[src/design/sys_cfg_pkg.sv]
package sys_cfg_pkg;

	// -------------------
	// configuration fields
	// -------------------
	// mem: [1:0] chip ram size, [3:2] slow ram, [5:4] fast ram, [6] monitor enable
	typedef logic [6:0] mem_cfg_t;
	// chip: [1] ntsc, [2] a1000, [3] ecs, [4] aga
	typedef logic [4:0] chip_cfg_t;
	typedef logic [3:0] flop_cfg_t;  // floppy speed and drive count
	typedef logic [3:0] cpu_cfg_t;   // [2] fast chip, [3] fast kick

	typedef struct packed {
		mem_cfg_t  mem;
		chip_cfg_t chip;
		flop_cfg_t flop;
		cpu_cfg_t  cpu;
	} sys_cfg_t;  // 20 bits

	// bit positions used by the mode logic
	localparam int CHIP_NTSC     = 1;
	localparam int CHIP_AGA      = 4;
	localparam int CPU_FASTCHIP  = 2;
	localparam int CPU_FASTKICK  = 3;

	// -------------------
	// apb bus
	// -------------------
	typedef logic [7:0]  apb_addr_t;
	typedef logic [31:0] apb_data_t;

	typedef struct packed {
		logic      psel;
		logic      penable;
		logic      pwrite;
		apb_addr_t paddr;
		apb_data_t pwdata;
	} apb_req_t;

	typedef struct packed {
		apb_data_t prdata;
		logic      pready;
		logic      pslverr;
	} apb_rsp_t;

	// real time clock
	typedef logic [63:0] rtc_t;
	typedef logic [3:0]  nibble_t;

	// -------------------
	// register map
	// -------------------
	localparam apb_addr_t REG_MEMCFG   = 8'h00;
	localparam apb_addr_t REG_CHIPCFG  = 8'h04;
	localparam apb_addr_t REG_FLOPCFG  = 8'h08;
	localparam apb_addr_t REG_CPUCFG   = 8'h0C;
	localparam apb_addr_t REG_CTRL     = 8'h10;
	localparam apb_addr_t REG_RTC_BASE = 8'h40;  // 16 words, one nibble each

	// control word bits
	localparam int CTRL_USRRST = 0;
	localparam int CTRL_DIM_N  = 1;

endpackage

[src/design/sys_timing_pkg.sv]
package sys_timing_pkg;

	// -------------------
	// audio sample rate
	// -------------------
	typedef logic [31:0] acc_t;  // fractional accumulator

	localparam acc_t SYS_CLK_HZ    = 32'd28_000_000;  // system clock
	localparam acc_t AUDIO_RATE_HZ = 32'd44_100;      // cd audio rate

	// -------------------
	// reset hold
	// -------------------
	typedef logic [1:0] hold_cnt_t;

	// frames to stay in reset once all sources are gone
	localparam int RESET_HOLD_FRAMES = 2;

	// -------------------
	// power led dimming
	// -------------------
	typedef logic [3:0] dim_cnt_t;

	localparam int LED_DIM_PERIOD = 16;  // led lit 1 cycle of 16 when dimmed

endpackage

[src/design/cfg_regs.sv]
`timescale 1ns/100ps

module cfg_regs import sys_cfg_pkg::*; (
	input  logic     clk,
	input  logic     reset,
	input  apb_req_t apb_req_i,
	output apb_rsp_t apb_rsp_o,
	input  rtc_t     rtc_i,
	output sys_cfg_t cfg_o,
	output logic     usrrst_o,
	output logic     dim_n_o
);

	// phase machine, one wait state per transfer
	typedef enum logic [1:0] {
		APB_IDLE,  // waiting for setup
		APB_WAIT,  // first access cycle, pready low
		APB_DONE   // second access cycle, pready high
	} apb_state_t;

	apb_state_t state_q;

	sys_cfg_t   cfg_q;   // config fields
	logic [1:0] ctrl_q;  // control word

	apb_data_t  rd_data;  // decoded read value
	logic       addr_err;  // unmapped or read-only
	logic       rtc_hit;
	nibble_t    rtc_nib;
	logic       wr_en;

	// -------------------
	// phase sequencing
	// -------------------
	always_ff @(posedge clk) begin
		if (reset) begin
			state_q <= APB_IDLE;
		end else begin
			case (state_q)
				APB_IDLE: if (apb_req_i.psel && !apb_req_i.penable) state_q <= APB_WAIT;
				APB_WAIT: begin
					if (apb_req_i.psel && apb_req_i.penable)
						state_q <= APB_DONE;
					else
						state_q <= APB_IDLE;  // master gave up
				end
				default: state_q <= APB_IDLE;  // done lasts one cycle
			endcase
		end
	end

	// -------------------
	// address decode
	// -------------------
	// rtc window is 0x40..0x7c, word aligned
	assign rtc_hit = (apb_req_i.paddr[7:6] == REG_RTC_BASE[7:6]) &&
		(apb_req_i.paddr[1:0] == 2'b00);
	assign rtc_nib = rtc_i[{apb_req_i.paddr[5:2], 2'b00} +: 4];

	always_comb begin
		rd_data  = '0;
		addr_err = 1'b0;
		if (rtc_hit) begin
			rd_data  = apb_data_t'(rtc_nib);  // zero extended
			addr_err = apb_req_i.pwrite;       // clock is read only
		end else begin
			case (apb_req_i.paddr)
				REG_MEMCFG:  rd_data = apb_data_t'(cfg_q.mem);
				REG_CHIPCFG: rd_data = apb_data_t'(cfg_q.chip);
				REG_FLOPCFG: rd_data = apb_data_t'(cfg_q.flop);
				REG_CPUCFG:  rd_data = apb_data_t'(cfg_q.cpu);
				REG_CTRL:    rd_data = apb_data_t'(ctrl_q);
				default:     addr_err = 1'b1;  // nothing here, reads zero
			endcase
		end
	end

	// -------------------
	// register writes
	// -------------------
	// commit on the last access cycle, visible the cycle after
	assign wr_en = (state_q == APB_DONE) && apb_req_i.pwrite && !addr_err;

	always_ff @(posedge clk) begin
		if (reset) begin
			cfg_q  <= '0;
			ctrl_q <= '0;
		end else if (wr_en) begin
			case (apb_req_i.paddr)
				REG_MEMCFG:  cfg_q.mem  <= apb_req_i.pwdata[6:0];
				REG_CHIPCFG: cfg_q.chip <= apb_req_i.pwdata[4:0];
				REG_FLOPCFG: cfg_q.flop <= apb_req_i.pwdata[3:0];
				REG_CPUCFG:  cfg_q.cpu  <= apb_req_i.pwdata[3:0];
				REG_CTRL:    ctrl_q     <= apb_req_i.pwdata[1:0];
				default:     ;
			endcase
		end
	end

	// response only meaningful while pready is up
	always_comb begin
		apb_rsp_o.pready  = (state_q == APB_DONE);
		apb_rsp_o.pslverr = apb_rsp_o.pready & addr_err;
		apb_rsp_o.prdata  = apb_rsp_o.pready ? rd_data : '0;
	end

	assign cfg_o    = cfg_q;
	assign usrrst_o = ctrl_q[CTRL_USRRST];  // level, held until cleared
	assign dim_n_o  = ctrl_q[CTRL_DIM_N];

endmodule

[src/design/frame_sync.sv]
`timescale 1ns/100ps

module frame_sync (
	input  logic clk,
	input  logic reset,
	input  logic vsync_n_i,
	output logic sof_o,
	output logic init_b_o
);

	logic [1:0] vs_sync;  // two stage input sampler
	logic       vs_prev;  // last synced value
	logic       vs_fall;
	logic       sof_q;
	logic       init_b_q;  // toggles once per frame

	// -------------------
	// vsync edge
	// -------------------
	always_ff @(posedge clk) begin
		if (reset) begin
			vs_sync <= 2'b11;  // idle high, no false edge
			vs_prev <= 1'b1;
		end else begin
			vs_sync <= {vs_sync[0], vsync_n_i};
			vs_prev <= vs_sync[1];
		end
	end

	assign vs_fall = vs_prev & ~vs_sync[1];  // high to low

	// frame start pulse and mcu flag
	always_ff @(posedge clk) begin
		if (reset) begin
			sof_q    <= 1'b0;
			init_b_q <= 1'b0;
		end else begin
			sof_q <= vs_fall;
			if (vs_fall)
				init_b_q <= ~init_b_q;  // osd update sync for the mcu
		end
	end

	assign sof_o    = sof_q;
	assign init_b_o = init_b_q;

endmodule

[src/design/reset_seq.sv]
`timescale 1ns/100ps

module reset_seq import sys_timing_pkg::*; (
	input  logic clk,
	input  logic reset,
	input  logic rst_ext_i,      // from control block
	input  logic kbd_reset_n_i,  // keyboard ctrl-amiga-amiga
	input  logic usrrst_i,       // host requested
	input  logic sof_i,          // frame start
	input  logic cpu_reset_n_i,  // cpu core reset
	output logic sys_reset_o,
	output logic cpu_reset_n_o,
	output logic rst_out_o
);

	logic      src_active;  // any reset source asserted
	logic      rst_q;
	hold_cnt_t hold_cnt;    // frames seen since release

	// -------------------
	// source merge
	// -------------------
	assign src_active = reset | rst_ext_i | ~kbd_reset_n_i | usrrst_i;

	// -------------------
	// frame counted hold
	// -------------------
	always_ff @(posedge clk) begin
		if (src_active) begin
			rst_q    <= 1'b1;  // restart the hold
			hold_cnt <= '0;
		end else if (rst_q && sof_i) begin
			if (hold_cnt == hold_cnt_t'(RESET_HOLD_FRAMES - 1)) begin
				rst_q    <= 1'b0;  // last frame, release
				hold_cnt <= '0;
			end else begin
				hold_cnt <= hold_cnt + 1'b1;
			end
		end
	end

	assign sys_reset_o   = rst_q;
	assign cpu_reset_n_o = ~rst_q;
	// system status also covers the cpu holding itself in reset
	assign rst_out_o     = rst_q | ~cpu_reset_n_i;

endmodule

[src/design/audio_tick.sv]
`timescale 1ns/100ps

module audio_tick import sys_timing_pkg::*; (
	input  logic clk,
	input  logic reset,
	output logic sample_en_o
);

	acc_t acc_q;     // phase remainder, always below SYS_CLK_HZ
	acc_t acc_next;
	logic tick_q;

	// -------------------
	// fractional divider
	// -------------------
	assign acc_next = acc_q + AUDIO_RATE_HZ;

	always_ff @(posedge clk) begin
		if (reset) begin
			acc_q  <= '0;
			tick_q <= 1'b0;
		end else if (acc_next >= SYS_CLK_HZ) begin
			acc_q  <= acc_next - SYS_CLK_HZ;  // keep the fraction
			tick_q <= 1'b1;                   // one sample due
		end else begin
			acc_q  <= acc_next;
			tick_q <= 1'b0;
		end
	end

	// 44100 pulses per SYS_CLK_HZ cycles on average, no drift
	assign sample_en_o = tick_q;

endmodule

[src/design/mode_flags.sv]
`timescale 1ns/100ps

module mode_flags
	import sys_cfg_pkg::*;
	import sys_timing_pkg::*;
(
	input  logic       clk,
	input  logic       reset,
	input  logic       sys_reset_i,
	input  logic       ovl_i,    // kickstart overlay active
	input  logic       led_n_i,  // power led request, active low
	input  logic       dim_n_i,  // 0 dims the led when off
	input  sys_cfg_t   cfg_i,
	output logic       turbochipram_o,
	output logic       turbokick_o,
	output logic       aga_o,
	output logic       ntsc_o,
	output logic       pwr_led_o,
	output logic [1:0] slow_config_o
);

	logic     ntsc_q;
	dim_cnt_t dim_cnt;  // dim pwm phase
	logic     dim_on;   // the one lit cycle

	// -------------------
	// derived modes
	// -------------------
	// fast chip only without overlay and with full 2MB chip ram
	assign turbochipram_o = ~ovl_i & cfg_i.cpu[CPU_FASTCHIP] & (&cfg_i.mem[1:0]);
	assign turbokick_o    = ~ovl_i & cfg_i.cpu[CPU_FASTKICK];
	assign aga_o          = cfg_i.chip[CHIP_AGA];
	assign slow_config_o  = cfg_i.mem[3:2];  // slow ram size

	// video mode only changes through a reset
	always_ff @(posedge clk) begin
		if (reset)
			ntsc_q <= 1'b0;  // pal
		else if (sys_reset_i)
			ntsc_q <= cfg_i.chip[CHIP_NTSC];
	end

	assign ntsc_o = ntsc_q;

	// -------------------
	// power led
	// -------------------
	always_ff @(posedge clk) begin
		if (reset)
			dim_cnt <= '0;
		else if (dim_cnt == dim_cnt_t'(LED_DIM_PERIOD - 1))
			dim_cnt <= '0;
		else
			dim_cnt <= dim_cnt + 1'b1;
	end

	assign dim_on = (dim_cnt == '0);

	// dimmed mode glows faintly when off, full on when requested
	assign pwr_led_o = dim_n_i ? ~led_n_i : (~led_n_i | dim_on);

endmodule

[src/design/minimig_sysctl.sv]
`timescale 1ns/100ps

module minimig_sysctl import sys_cfg_pkg::*; (
	input  logic       clk,
	input  logic       reset,
	input  logic       rst_ext_i,
	input  logic       kbd_reset_n_i,
	input  logic       cpu_reset_n_i,
	input  logic       vsync_n_i,
	input  logic       ovl_i,
	input  logic       led_n_i,
	input  apb_req_t   apb_req_i,
	output apb_rsp_t   apb_rsp_o,
	input  rtc_t       rtc_i,
	output sys_cfg_t   cfg_o,
	output logic       sys_reset_o,
	output logic       cpu_reset_n_o,
	output logic       rst_out_o,
	output logic       init_b_o,
	output logic       sample_en_o,
	output logic       turbochipram_o,
	output logic       turbokick_o,
	output logic       aga_o,
	output logic       ntsc_o,
	output logic       pwr_led_o,
	output logic [1:0] slow_config_o
);

	logic usrrst;  // host user reset level
	logic dim_n;
	logic sof;     // frame start pulse

	// -------------------
	// host side
	// -------------------
	cfg_regs cfg_regs_inst (
		.clk       (clk),
		.reset     (reset),
		.apb_req_i (apb_req_i),
		.apb_rsp_o (apb_rsp_o),
		.rtc_i     (rtc_i),
		.cfg_o     (cfg_o),
		.usrrst_o  (usrrst),
		.dim_n_o   (dim_n)
	);

	frame_sync frame_sync_inst (
		.clk       (clk),
		.reset     (reset),
		.vsync_n_i (vsync_n_i),
		.sof_o     (sof),
		.init_b_o  (init_b_o)
	);

	// -------------------
	// reset and modes
	// -------------------
	reset_seq reset_seq_inst (
		.clk           (clk),
		.reset         (reset),
		.rst_ext_i     (rst_ext_i),
		.kbd_reset_n_i (kbd_reset_n_i),
		.usrrst_i      (usrrst),
		.sof_i         (sof),
		.cpu_reset_n_i (cpu_reset_n_i),
		.sys_reset_o   (sys_reset_o),
		.cpu_reset_n_o (cpu_reset_n_o),
		.rst_out_o     (rst_out_o)
	);

	audio_tick audio_tick_inst (
		.clk         (clk),
		.reset       (reset),
		.sample_en_o (sample_en_o)
	);

	mode_flags mode_flags_inst (
		.clk            (clk),
		.reset          (reset),
		.sys_reset_i    (sys_reset_o),  // ntsc latched while in reset
		.ovl_i          (ovl_i),
		.led_n_i        (led_n_i),
		.dim_n_i        (dim_n),
		.cfg_i          (cfg_o),
		.turbochipram_o (turbochipram_o),
		.turbokick_o    (turbokick_o),
		.aga_o          (aga_o),
		.ntsc_o         (ntsc_o),
		.pwr_led_o      (pwr_led_o),
		.slow_config_o  (slow_config_o)
	);

endmodule

[config.mk]
export PLATFORM = sky130hd
export DESIGN_NAME = minimig_sysctl
export DESIGN_NICKNAME = d
export VERILOG_FILES = /design/src/design/sys_cfg_pkg.sv /design/src/design/sys_timing_pkg.sv /design/src/design/cfg_regs.sv /design/src/design/frame_sync.sv /design/src/design/reset_seq.sv /design/src/design/audio_tick.sv /design/src/design/mode_flags.sv /design/src/design/minimig_sysctl.sv
export SDC_FILE = /design/constraint.sdc
export NUM_CORES = 1
export LEC_CHECK = 0
export BUFFER_PORTS_ARGS = -buffer_cell sky130_fd_sc_hd__buf_2
export CORE_MARGIN = 10
export CORE_UTILIZATION = 43
export DETAILED_ROUTE_END_ITERATION = 16
export MAX_ROUTING_LAYER = met4
export PLACE_DENSITY = 0.72
export RECOVER_POWER = 100
export SYNTH_ARGS = -nofsm -noshare
export SYNTH_HDL_FRONTEND = slang
export SYNTH_SLANG_ARGS = --single-unit
[constraint.sdc]
create_clock -name clk -period 2.9 [get_ports clk]
set_input_delay 0.29 -clock clk [delete_from_list [all_inputs] [get_ports clk]]
set_output_delay 0.29 -clock clk [all_outputs]
set_load 0.01 [all_outputs]
==> key figures <==
Floorplan
  – Rows: 39
  – Initial Util: 0.4426
  – Die width: 128.9 um
  – Core box area: 0.01152 mm^2
  – Die ar.: 0.01661 mm^2
  – Ports: 181
  – Die height: 128.9 um

Worst setup path
  – Worst endpoint required time: 3120 ps
  – Maximum fanout along the worst path: 8
  – Slowest cell on crit path: mux2_2
  – Startpoint types: flop
  – Worst EP arrival: 3170 ps
  – CP cell instances: buf_6 > buf_12 > a211oi_4 > o311ai_1 > o211a_1 > nand3b_1 > nor2_1 > buf_4 > nand4_1 > o211a_1 > buf_4 > a211oi_2 > mux2_2
  – Crit Path Category: flop to flop
  – Endpoint type of the worst setup path: flop
  – Crit-path max cell delay: 370 ps
  – Setup slack, reg-to-reg: -60 ps

Layout
  – Syn-to-layout area delta: 43.18%
  – Final Util: 0.6337
  – Reg area: 0.001371 mm^2
  – Fraction of layout cells with a size suffix above 1: 0.4751
  – Commonest non-fill, non-tap cell in the layout: buf_2
  – Ant diodes: 0
  – Multi-input logic area: 0.003759 mm^2
  – Commonest cells after routing, fill and taps aside: buf_2 (130), buf_4 (105), nor2_1 (72)
  – Final net count: 916
  – Fill cells: 892

Power
  – Peak VDD IR: 0.0003951 V
  – Power density cells: 762.9 mW/mm^2
  – Leakage power: 3.251 nW

Hold path
  – Hold Path Class: primary input to flop

Logic synthesis
  – Syn Inst Count: 578
  – Number of synthesized flops with an enable pin: 0
  – Main synth FF type: dfxtp_1
  – Mapped cell area: 0.005097 mm^2
  – Seq/Total Area, Yosys: 0.2671
  – Async S/R FF share, synth: 0
  – Seq cells post-synth: 68
  – Synth unique cells: 77
  – Avg Inst Size Synth: 8.819 um^2
  – Syn. warnings: 0

Clock network
  – Max Buffers Root-to-Sink: 2
  – Hold Buf Count CTS: 0
  – Root buffer selected by CTS: clkbuf_16
  – CTS buffer count: 9
  – Htree depth: 3
  – Clk sink count: 68
  – Worst-path clk slew: 60 ps
  – CTS tree: yes
  – Skew-Pair Late Insertion Delay: 330 ps

Drt
  – Drt via density: 5.744
  – DR iter-0 viols: 491
  – DRC: 0
  – Drt wl/cell: 18.93 um
  – First-pass DRT Iterations: 5
  – Post-Route WL: 17890 um
  – Detailed-route via count: 5428
  – Routed Antenna Nets: 0

Place
  – I/O Buffers: 130
  – Final GP Congestion: 0.9178
  – DPL Wire Length: 13020 um

Timing
  – Relative slew slack: 0.5578
  – Setup ws final: -58.75 ps
  – Period utilization: 1.020
  – Final setup vio count: 11
  – Clock Skews: 4.072 ps
  – RSZ-0062 raised after global routing: true
  – Final hold slack: 137.4 ps
  – Fmax: 338.0 MHz
  – Slew @ Worst Pin: 663.3 ps
  – Post-layout min period: 2959 ps
  – Final Max Tran Viols: 0
  – Setup TNS: -255.6 ps
  – Final-report hold violation count: 0

Global routing
  – Vias in the first global route: 5312
  – Grt ovf: 0
  – Antenna violations before repair: 0
  – Largest net degree at the start of global routing: 36
  – All-Layer GR Usage: 0.1948
  – First-pass GRT wire length: 26080 um

Run
  – Max-cap violations: 0

Outcome
  – Status: complete, but fails checks
  – Failing checks: negative setup slack
[final cells by class]
type                       instances  share of cell area
timing repair buffer             250              0.2239
clock inverter                     7             0.01114
multi-input combinational        455              0.5150
clock buffer                       9             0.03086
tap                              143             0.02452
sequential                        68              0.1879
inverter                          13            0.006686
[sequential cells by signal (all words and copies together), names as in the netlist]
register,cells
cfg_regs_inst.state_q,2
frame_sync_inst.init_b_o,1
cfg_regs_inst.cfg_o,20
frame_sync_inst.sof_o,1
audio_tick_inst.sample_en_o,1
mode_flags_inst.ntsc_o,1
audio_tick_inst.acc_q,30
frame_sync_inst.vs_prev,1
mode_flags_inst.dim_cnt,4
frame_sync_inst.vs_sync,2
reset_seq_inst.hold_cnt,2
cfg_regs_inst.ctrl_q,2
reset_seq_inst.sys_reset_o,1
[report_power, final]
part	internal, mW	total, mW	switching (mW)
clock network	0.678	1.14	0.459
registers	1.10	1.28	0.181
logic	1.64	3.15	1.51
[critical path: cells and delay by family (launching register included)]
family | cells | cell delay [ps]
muxes | 1 | 370
and+or+nand+nor | 3 | 500
DFF | 1 | 340
AOI/OAI and AO/OA | 5 | 1030
buffers and inverters | 4 | 610
[cells by family (layout without fill, tap and decap cells)]
logic type,Yosys count,in the layout,share of synthesized area
DFF,68,68,0.2671
adders and majority gates,4,4,0.009819
xor gates and xnor gates,27,27,0.04639
buffers and inverters,80,279,0.09573
other,1,25,0.0007357
and+or+nand+nor,214,214,0.2160
AOI/OAI and AO/OA,114,115,0.1632
muxes,70,70,0.2010
[worst paths after layout]
check | end | cells past startpoint | start
max | audio_tick_inst.acc_q[15]$_SDFF_PP0_ | 13 | audio_tick_inst.acc_q[3]$_SDFF_PP0_
min | cfg_regs_inst.state_q[0]$_SDFFE_PP0P_ | 2 | apb_req_i[41]
max reg2reg | audio_tick_inst.acc_q[15]$_SDFF_PP0_ | 13 | audio_tick_inst.acc_q[3]$_SDFF_PP0_
min reg2reg | frame_sync_inst.vs_sync[1]$_SDFF_PP1_ | 1 | frame_sync_inst.vs_sync[0]$_SDFF_PP1_
[metal layers]
layer / share of wire / GRT usage / vias up / wire length, um
li1: - / - / 2492 / -
met1: 0.38 / 0.2050 / 2627 / 6843
met2: 0.52 / 0.3556 / 278 / 9281
met3: 0.087 / 0.05298 / 31 / 1552
met4: 0.012 / 0.04348 / 0 / 210
met5: 0 / - / - / 0
[repair_timing]
| item | CTS | global route |
|---|---|---|
| pin swaps | 8 | 26 |
| setup buffers | 2 | 20 |
| gates resized for setup | 30 | 61 |
| gates cloned | 0 | 1 |
| setup endpoints to repair | 24 | 24 |
[cell usage after synthesis, types with 11 or more instances]
library cell / n / area (um^2)
a21oi_1: 35 / 175.2
buf_4: 29 / 217.7
and3_1: 11 / 68.82
xor2_1: 11 / 96.34
dfxtp_1: 68 / 1361
nor2b_1: 16 / 100.1
mux2_1: 11 / 123.9
nand2_1: 24 / 90.09
xnor2_1: 16 / 140.1
mux4_2: 24 / 540.5
mux2i_1: 27 / 270.3
nor2_1: 73 / 274.0
nor3_1: 12 / 60.06
nand3_1: 20 / 100.1
inv_1: 13 / 48.80
o21ai_0: 15 / 75.07
clkbuf_1: 13 / 48.80
[stage by stage]
stage	cells	power [mW]	cell area (um^2)	setup WS, ps
after floorplan	602	2.806	5206	76.79
after global placement	906	3.630	6357	-156.5
after detailed placement	906	3.720	6357	-210.9
after CTS	924	5.022	6830	2.215
after global routing	945	5.854	7298	-148.4
final	945	5.568	7298	-58.75
No activity file was read; power rests on OpenSTA's default activity.
